## config.mk

```make
export PLATFORM = sky130hd
export DESIGN_NAME = prefetch_ctrl
export DESIGN_NICKNAME = d
export VERILOG_FILES = /design/src/prefetch_pkg.sv /design/src/fetch_addr_fsm.sv /design/src/outstanding_tracker.sv /design/src/prefetch_ctrl.sv
export VERILOG_INCLUDE_DIRS = /design/src /design/src/src
export SDC_FILE = /design/constraint.sdc
export NUM_CORES = 1
export LEC_CHECK = 0
export ABC_CLOCK_PERIOD_IN_PS = 2200
export BUFFER_PORTS_ARGS = -buffer_cell sky130_fd_sc_hd__buf_2
export CORE_MARGIN = 2
export CORE_UTILIZATION = 45
export DETAILED_ROUTE_END_ITERATION = 8
export GPL_TIMING_DRIVEN = 0
export PLACE_DENSITY = 0.73
export SLEW_MARGIN = 20
export SYNTH_ARGS = -nofsm -noshare
export SYNTH_HDL_FRONTEND = slang
export SYNTH_SLANG_ARGS = --single-unit
```

## constraint.sdc

```tcl
create_clock -name clk -period 2.2 [get_ports clk]
set_input_delay 0.11 -clock clk [delete_from_list [all_inputs] [get_ports clk]]
set_output_delay 0.11 -clock clk [all_outputs]
set_load 0.01 [all_outputs]
```

## src/prefetch_params.svh

```systemverilog
//////////////////////////////
// Sizing macros for the instruction prefetch controller
// Pulled in by the shared package and by any RTL that needs the depth limit
//////////////////////////////

`ifndef PREFETCH_PARAMS_SVH
`define PREFETCH_PARAMS_SVH

//////////////////////////////
// FIFO and transaction limits
//////////////////////////////

// Depth of the external fetch FIFO
// This is also the ceiling on outstanding bus transactions
`define PF_DEPTH 4

// Width of a byte address on the instruction bus
`define PF_ADDR_W 32

// Width of every counter in the design
// It must be wide enough to hold PF_DEPTH itself and not only PF_DEPTH minus one
`define PF_CNT_W 3

`endif

```

## src/prefetch_pkg.sv

```systemverilog
//////////////////////////////
// Types shared by the prefetch controller RTL and its testbench
// Import with a wildcard import in the module header
//////////////////////////////

package prefetch_pkg;

  // Sizing macros come along with the package
  `include "prefetch_params.svh"

  //////////////////////////////
  // Data types
  //////////////////////////////

  // Byte address as seen on the instruction bus
  typedef logic [`PF_ADDR_W-1:0] addr_t;

  // Count of FIFO entries or of bus transactions in flight
  typedef logic [`PF_CNT_W-1:0] cnt_t;

  //////////////////////////////
  // Address FSM states
  //////////////////////////////

  // ST_IDLE issues sequential or fresh branch addresses
  // ST_BRANCH_WAIT replays a branch target the bus has not taken yet
  typedef enum logic {
    ST_IDLE        = 1'b0,
    ST_BRANCH_WAIT = 1'b1
  } fsm_state_e;

endpackage

```

## src/fetch_addr_fsm.sv

```systemverilog
//////////////////////////////
// Transaction address FSM of the prefetch controller
// Picks the next fetch address and gates request valid on FIFO space
//////////////////////////////

`timescale 1ns/1ns

`include "prefetch_params.svh"

module fetch_addr_fsm import prefetch_pkg::*; (
  input  logic  clk,
  input  logic  rst_n,
  // Fetch stage control
  input  logic  req_i,
  input  logic  branch_i,
  input  addr_t branch_addr_i,
  // Bus adapter handshake
  input  logic  trans_ready_i,
  // Space accounting
  input  cnt_t  fifo_cnt_i,
  input  cnt_t  out_cnt_i,
  // Request towards the bus adapter
  output logic  trans_valid_o,
  output addr_t trans_addr_o,
  output logic  trans_accept_o
);

  // FSM state
  fsm_state_e state_q;
  fsm_state_e state_d;

  // Last address that was loaded into the register
  addr_t trans_addr_q;

  // Candidate addresses
  addr_t aligned_branch_addr;
  addr_t incr_addr;

  // FIFO fill level with the branch mask applied
  cnt_t fifo_cnt_masked;

  // One extra bit so the sum of two full counters cannot wrap
  logic [`PF_CNT_W:0] cnt_sum;

  //////////////////////////////
  // Request gating
  //////////////////////////////

  // A branch flushes the FIFO in the same cycle
  // So its contents cannot block the request for the branch target
  assign fifo_cnt_masked = branch_i ? '0 : fifo_cnt_i;

  // Entries already buffered plus responses still owed by the bus
  assign cnt_sum = {1'b0, fifo_cnt_masked} + {1'b0, out_cnt_i};

  // Only ask for a new word while it is certain to find a FIFO slot
  assign trans_valid_o = req_i && (cnt_sum < (`PF_CNT_W+1)'(`PF_DEPTH));

  // The one and only place where bus acceptance is decided
  assign trans_accept_o = trans_valid_o && trans_ready_i;

  //////////////////////////////
  // Address selection
  //////////////////////////////

  // Fetches are always full words
  assign aligned_branch_addr = {branch_addr_i[`PF_ADDR_W-1:2], 2'b00};

  // Next sequential word after the registered address
  assign incr_addr = {trans_addr_q[`PF_ADDR_W-1:2], 2'b00} + addr_t'(4);

  always_comb begin
    state_d      = state_q;
    trans_addr_o = trans_addr_q;

    case (state_q)
      ST_IDLE: begin
        if (branch_i) begin
          trans_addr_o = aligned_branch_addr;
          // Target not taken this cycle so keep offering it
          if (!trans_accept_o) begin
            state_d = ST_BRANCH_WAIT;
          end
        end else begin
          trans_addr_o = incr_addr;
        end
      end

      ST_BRANCH_WAIT: begin
        // A newer branch replaces the pending target
        trans_addr_o = branch_i ? aligned_branch_addr : trans_addr_q;
        if (trans_accept_o) begin
          state_d = ST_IDLE;
        end
      end

      default: begin
        state_d = ST_IDLE;
      end
    endcase
  end

  //////////////////////////////
  // Registers
  //////////////////////////////

  always_ff @(posedge clk or negedge rst_n) begin
    if (!rst_n) begin
      state_q      <= ST_IDLE;
      trans_addr_q <= '0;
    end else begin
      state_q <= state_d;
      // Hold the address until the bus takes it or a branch redirects
      if (branch_i || trans_accept_o) begin
        trans_addr_q <= trans_addr_o;
      end
    end
  end

endmodule

```

## src/outstanding_tracker.sv

```systemverilog
//////////////////////////////
// Outstanding transaction and flush bookkeeping of the prefetch controller
// Drives busy, fetch valid and the external FIFO strobes
//////////////////////////////

`timescale 1ns/1ns

module outstanding_tracker import prefetch_pkg::*; (
  input  logic clk,
  input  logic rst_n,
  // Control flow and bus events
  input  logic branch_i,
  input  logic trans_accept_i,
  input  logic resp_valid_i,
  // Fetch stage and FIFO status
  input  logic fetch_ready_i,
  input  logic fifo_empty_i,
  // Request valid from the address FSM
  input  logic trans_valid_i,
  // Outstanding count back to the address FSM
  output cnt_t out_cnt_o,
  // Status and strobes
  output logic busy_o,
  output logic fetch_valid_o,
  output logic fifo_push_o,
  output logic fifo_pop_o,
  output logic fifo_flush_o
);

  // Transactions accepted by the bus whose response has not come back
  cnt_t out_cnt_q;
  cnt_t out_cnt_d;

  // Responses still to be thrown away after the last branch
  cnt_t flush_cnt_q;
  cnt_t flush_cnt_d;

  // FIFO holds at least one word
  logic fifo_valid;

  // Incoming responses are stale in this cycle
  logic discard;

  //////////////////////////////
  // Status and strobes
  //////////////////////////////

  assign fifo_valid = !fifo_empty_i;

  // A branch in this cycle or any flush still counting down
  assign discard = branch_i || (flush_cnt_q != '0);

  // Busy while the bus owes us data or a new request is on offer
  assign busy_o = (out_cnt_q != '0) || trans_valid_i;

  // Words come from the FIFO head or straight from the bus
  // Nothing is valid while stale data may still be arriving
  assign fetch_valid_o = (fifo_valid || resp_valid_i) && !discard;

  // A live response bypasses the FIFO only when the FIFO is empty and the fetch stage takes it
  // Otherwise it is pushed so that instruction order is kept
  assign fifo_push_o = resp_valid_i && (fifo_valid || !fetch_ready_i) && !discard;

  // The fetch stage consumes the head word
  assign fifo_pop_o = fifo_valid && fetch_ready_i;

  // Buffered words are all on the old path once a branch is taken
  assign fifo_flush_o = branch_i;

  assign out_cnt_o = out_cnt_q;

  //////////////////////////////
  // Outstanding counter
  //////////////////////////////

  // Accept and response in the same cycle cancel out
  always_comb begin
    case ({trans_accept_i, resp_valid_i})
      2'b10: begin
        out_cnt_d = out_cnt_q + cnt_t'(1);
      end
      2'b01: begin
        out_cnt_d = out_cnt_q - cnt_t'(1);
      end
      default: begin
        out_cnt_d = out_cnt_q;
      end
    endcase
  end

  //////////////////////////////
  // Flush counter
  //////////////////////////////

  always_comb begin
    flush_cnt_d = flush_cnt_q;
    if (branch_i) begin
      // Everything still in flight belongs to the old path
      flush_cnt_d = out_cnt_q;
      // A response landing with the branch is already dropped by this cycle's mask
      if (resp_valid_i && (out_cnt_q != '0)) begin
        flush_cnt_d = out_cnt_q - cnt_t'(1);
      end
    end else if (resp_valid_i && (flush_cnt_q != '0)) begin
      // One stale response gone
      flush_cnt_d = flush_cnt_q - cnt_t'(1);
    end
  end

  //////////////////////////////
  // Registers
  //////////////////////////////

  always_ff @(posedge clk or negedge rst_n) begin
    if (!rst_n) begin
      out_cnt_q   <= '0;
      flush_cnt_q <= '0;
    end else begin
      out_cnt_q   <= out_cnt_d;
      flush_cnt_q <= flush_cnt_d;
    end
  end

endmodule

```

## src/prefetch_ctrl.sv

```systemverilog
//////////////////////////////
// Top level of the instruction prefetch controller
// Connects the address FSM and the outstanding tracker to the core pins
//////////////////////////////

`timescale 1ns/1ns

module prefetch_ctrl import prefetch_pkg::*; (
  input  logic  clk,
  input  logic  rst_n,

  //////////////////////////////
  // Fetch stage
  //////////////////////////////
  input  logic  req_i,
  input  logic  branch_i,
  input  addr_t branch_addr_i,
  input  logic  fetch_ready_i,
  output logic  fetch_valid_o,
  output logic  busy_o,

  //////////////////////////////
  // Bus adapter
  //////////////////////////////
  output logic  trans_valid_o,
  output addr_t trans_addr_o,
  input  logic  trans_ready_i,
  // One pulse per accepted request and always consumed
  input  logic  resp_valid_i,

  //////////////////////////////
  // External fetch FIFO
  //////////////////////////////
  output logic  fifo_push_o,
  output logic  fifo_pop_o,
  output logic  fifo_flush_o,
  input  cnt_t  fifo_cnt_i,
  input  logic  fifo_empty_i
);

  // Bus acceptance as seen by the FSM
  logic trans_accept;

  // Responses still owed by the bus
  cnt_t out_cnt;

  // Address generation and request gating
  fetch_addr_fsm u_fetch_addr_fsm (
    .clk            (clk),
    .rst_n          (rst_n),
    .req_i          (req_i),
    .branch_i       (branch_i),
    .branch_addr_i  (branch_addr_i),
    .trans_ready_i  (trans_ready_i),
    .fifo_cnt_i     (fifo_cnt_i),
    .out_cnt_i      (out_cnt),
    .trans_valid_o  (trans_valid_o),
    .trans_addr_o   (trans_addr_o),
    .trans_accept_o (trans_accept)
  );

  // Counting, flushing and FIFO strobes
  outstanding_tracker u_outstanding_tracker (
    .clk            (clk),
    .rst_n          (rst_n),
    .branch_i       (branch_i),
    .trans_accept_i (trans_accept),
    .resp_valid_i   (resp_valid_i),
    .fetch_ready_i  (fetch_ready_i),
    .fifo_empty_i   (fifo_empty_i),
    .trans_valid_i  (trans_valid_o),
    .out_cnt_o      (out_cnt),
    .busy_o         (busy_o),
    .fetch_valid_o  (fetch_valid_o),
    .fifo_push_o    (fifo_push_o),
    .fifo_pop_o     (fifo_pop_o),
    .fifo_flush_o   (fifo_flush_o)
  );

endmodule

```

==> results.md <==
- Outcome: complete, but fails checks
- Violated checks: DRC, setup timing
- Layout Nets: 508
- Number of buffers created by CTS: 5
- N_diodes: 0
- Comb power frac: 40.1%
- Detailed placement HPWL: 5980 µm
- Syn avg cell area: 8.96 µm²
- GRT Total Usage: 24.7%
- Critical Path Fanout Max: 10
- Pre-CTS WS: -0.795 ns
- GRT overflow: 0
- Overall power: 0.00284 W
- DR DRC count: 3
- Worst R2R Path Depth: 8
- Dpl cell area: 3560 µm²
- Post-Synthesis Net Count: 388
- CP Buf/Inv Count: 4
- Final Max Tran Viols: 0
- Max-Cap Viols: 0
- FFs w/ async S/R, synth: 100%
- Met3 usage: 3.75%
- Gate count after technology mapping: 336
- # IOs: 81
- Period minus WS final: 2.29 ns
- Max-slew headroom: 36.3%
- Sink Count: 39
- Total power per unit cell area: 674 nW/µm²
- Worst vdd ir: 0.531 mV
- Vias in the first global route: 3038
- Highest cell delay on the worst timing path: 0.34 ns
- Die Span Y: 85.8 µm
- Largest area contributor in the netlist: dfrtp_1
- Min-Delay Path Depth: 2
- Simple logic cell fraction of the synthesized area: 25.4%
- Root buffer cell: clkbuf_8
- Dominant cells by area after synthesis: dfrtp_1 32%, mux2i_1 9.0%, ha_1 3.7%
- Skew-Pair Late Insertion Delay: 0.30 ns
- Routability cong.: 0.824
- Initial antenna violation count: 0
- Most frequent cells in the layout: 76 x buf_2, 37 x buf_4, 32 x dfrtp_1
- Post-Layout Inst Area: 4210 µm²
- Routed vias: 3197
- Number of fill cells: 519
- Worst clock skew: 0.00938 ns
- Commonest non-fill, non-tap cell in the layout: buf_2
- Chain of cells forming the critical path: buf_6 -> and3_1 -> buf_6 -> nand4_1 -> nor4_4 -> buf_4 -> nand4_1 -> mux2i_1 -> buf_2
- F_max: 437 MHz
- Yosys reg bits: 39
- WP data required: 2.09 ns
- Synth Area in Compound Gates: 16.6%
- Wire per inst: 17.8 µm
- Seq/Total Area, Yosys: 32.4%
- Die Wd: 85.8 µm
- Post-synth EDFFs: 0
- Die area: 7360 µm²
- Net Sw Frac: 37.1%
- H-Tree Depth: 2
- M2 GR Usage: 42.7%
- First-pass GRT wire length: 14600 µm
- Final Setup Violations: 11
- Sequential share of power: 37.3%
- Sw Pwr: 0.00105 W
- CORE AREA: 6420 µm²
- Post-Synth Adder-Cell Area: 3.74%
- Row Count: 29
- Post-synthesis xor/xnor area fraction: 3.78%
- Post-synth top flop: dfrtp_1
- Critical path depth: 9
- Mux share of post-synthesis cell area: 12.7%
- Area growth, synth to finish: 39.9%
- Fin util: 65.6%
- Largest net degree at the start of global routing: 40
- Clk slew on worst S/H paths: 0.08 ns
- Unique masters post-synth: 53
- Family with the most delay on the worst path: simple AND/OR/NAND/NOR gates
- Final WL: 9530 µm
- Int Pwr: 0.00179 W
- Yosys top cell area share: 32.4%
- Clock share of power: 22.6%
- Yosys warnings: 0
- Worst Tran Pin Value: 0.956 ns
- Worst setup margin: -0.0883 ns
- Worst hold path type: in2reg
- Vias per std cell: 5.99
- Crit. End Element: primary output
- CP Class: reg2out
- Final period util: 104%
- Crit path DAT: 2.18 ns
- RSZ-0062 raised after global routing: yes
- Met1 usage: 31.5%
- Final Hold Fails: 0
- Crit-path slowest cell: dfrtp_1
- Initial DRC count: 261
- Pleak: 1.98 nW
- Crit path launch type: flip-flop
- TritonRoute pass-1 iters: 9
- Post-Syn Area: 3010 µm²
- TritonCTS clock tree: yes
- GR peak layer: met2
- Fraction of layout cells with a size suffix above 1: 42.5%
- Combinational family with the most area after synthesis: simple AND/OR/NAND/NOR gates
- Antenna violation net count after detailed routing: 0
- Port bufs: 78
- Max Root-Sink Buffers: 2
- Initial core utilization: 46.9%
power groups by stage:
stage	registers, W	clock network, W	logic, W
floorplan	0.00101	0	0.000693
global placement	0.00105	0	0.000927
detailed placement	0.00105	0	0.000963
CTS	0.00103	0.000641	0.00110
global route	0.00108	0.000692	0.00126
finish	0.00106	0.000641	0.00114
synth_stat cells (3+ instances only):
| master | n |
|---|---|
| ha_1 | 9 |
| and3_1 | 8 |
| a21oi_1 | 7 |
| inv_1 | 15 |
| mux2i_1 | 27 |
| nand4_1 | 7 |
| xor2_1 | 7 |
| nand3_1 | 12 |
| o21bai_1 | 11 |
| nand2_1 | 25 |
| a311oi_1 | 7 |
| a211oi_1 | 10 |
| and2_1 | 4 |
| and4_1 | 3 |
| xnor2_1 | 6 |
| a31oi_1 | 3 |
| clkbuf_1 | 12 |
| dfrtp_1 | 39 |
| o21ai_0 | 15 |
| nor2b_1 | 5 |
| a221oi_1 | 6 |
| nor2_1 | 30 |
| nor3_1 | 14 |
| nor4_4 | 3 |
| mux2_2 | 10 |
layout make-up:
cell class                      count  area [µm²]  area share [%]
Buffer                             14         133            3.15
Clock inverter                      2        35.0           0.832
Sequential cell                    39         985            23.4
Tap cell                           77        96.3            2.29
Clock buffer                        6        82.6            1.96
Timing Repair Buffer              119         737            17.5
Multi-Input combinational cell    261        2080            49.3
Inverter                           16        65.1            1.55
repair_timing:
item,CTS,global route
resized for setup,32,35
cloned,0,0
endpoints found under the setup margin,47,30
hold buffers,1,0
endpoints found under the hold margin,31,0
setup buffers,25,15
pin swaps,11,16
layer usage:
metal | vias to the layer above | part of all wire, %
met4 | 0 | 2.0
met3 | 21 | 5.4
met1 | 1570 | 42
met5 | - | 0
li1 | 1482 | -
met2 | 124 | 51
sequential cells by signal, summed over array words and instances, names as in the netlist:
signal	cells
u_outstanding_tracker.out_cnt_o	3
u_fetch_addr_fsm.state_q	1
u_outstanding_tracker.flush_cnt_q	3
u_fetch_addr_fsm.trans_addr_q	32
worst paths after layout:
kind / from / endpoint / slack, ns
setup / recovery: u_fetch_addr_fsm.trans_addr_q[18] / trans_addr_o[31] / -0.09
setup reg to reg: u_fetch_addr_fsm.state_q / u_fetch_addr_fsm.trans_addr_q[27] / -0.05
max in group asynchronous: rst_n / u_fetch_addr_fsm.trans_addr_q[9] / 1.04
min in group asynchronous: rst_n / u_fetch_addr_fsm.trans_addr_q[7] / 0.51
hold reg to reg: u_fetch_addr_fsm.trans_addr_q[0] / u_fetch_addr_fsm.trans_addr_q[0] / 0.54
hold / removal: branch_addr_i[14] / u_fetch_addr_fsm.trans_addr_q[14] / 0.07
metrics by stage:
step / setup TNS (ns) / cells / hold slack [ns]
floorplan: -0.0349 / 336 / -0.186
global placement: -16.07 / 491 / 0.298
detailed placement: -18.20 / 491 / 0.310
CTS: -0.529 / 522 / 0.0609
global route: -1.98 / 534 / 0.0576
finish: -0.524 / 534 / 0.0651
kinds of logic after synthesis:
| family | count (synthesis) |
|---|---|
| and+or+nand+nor | 131 |
| AOI/OAI and AO/OA | 71 |
| DFF | 39 |
| muxes | 37 |
| buffers and inverters | 36 |
| xor gates and xnor gates | 13 |
| adders and majority gates | 9 |
Note: power is estimated with default switching activity, not from simulation.
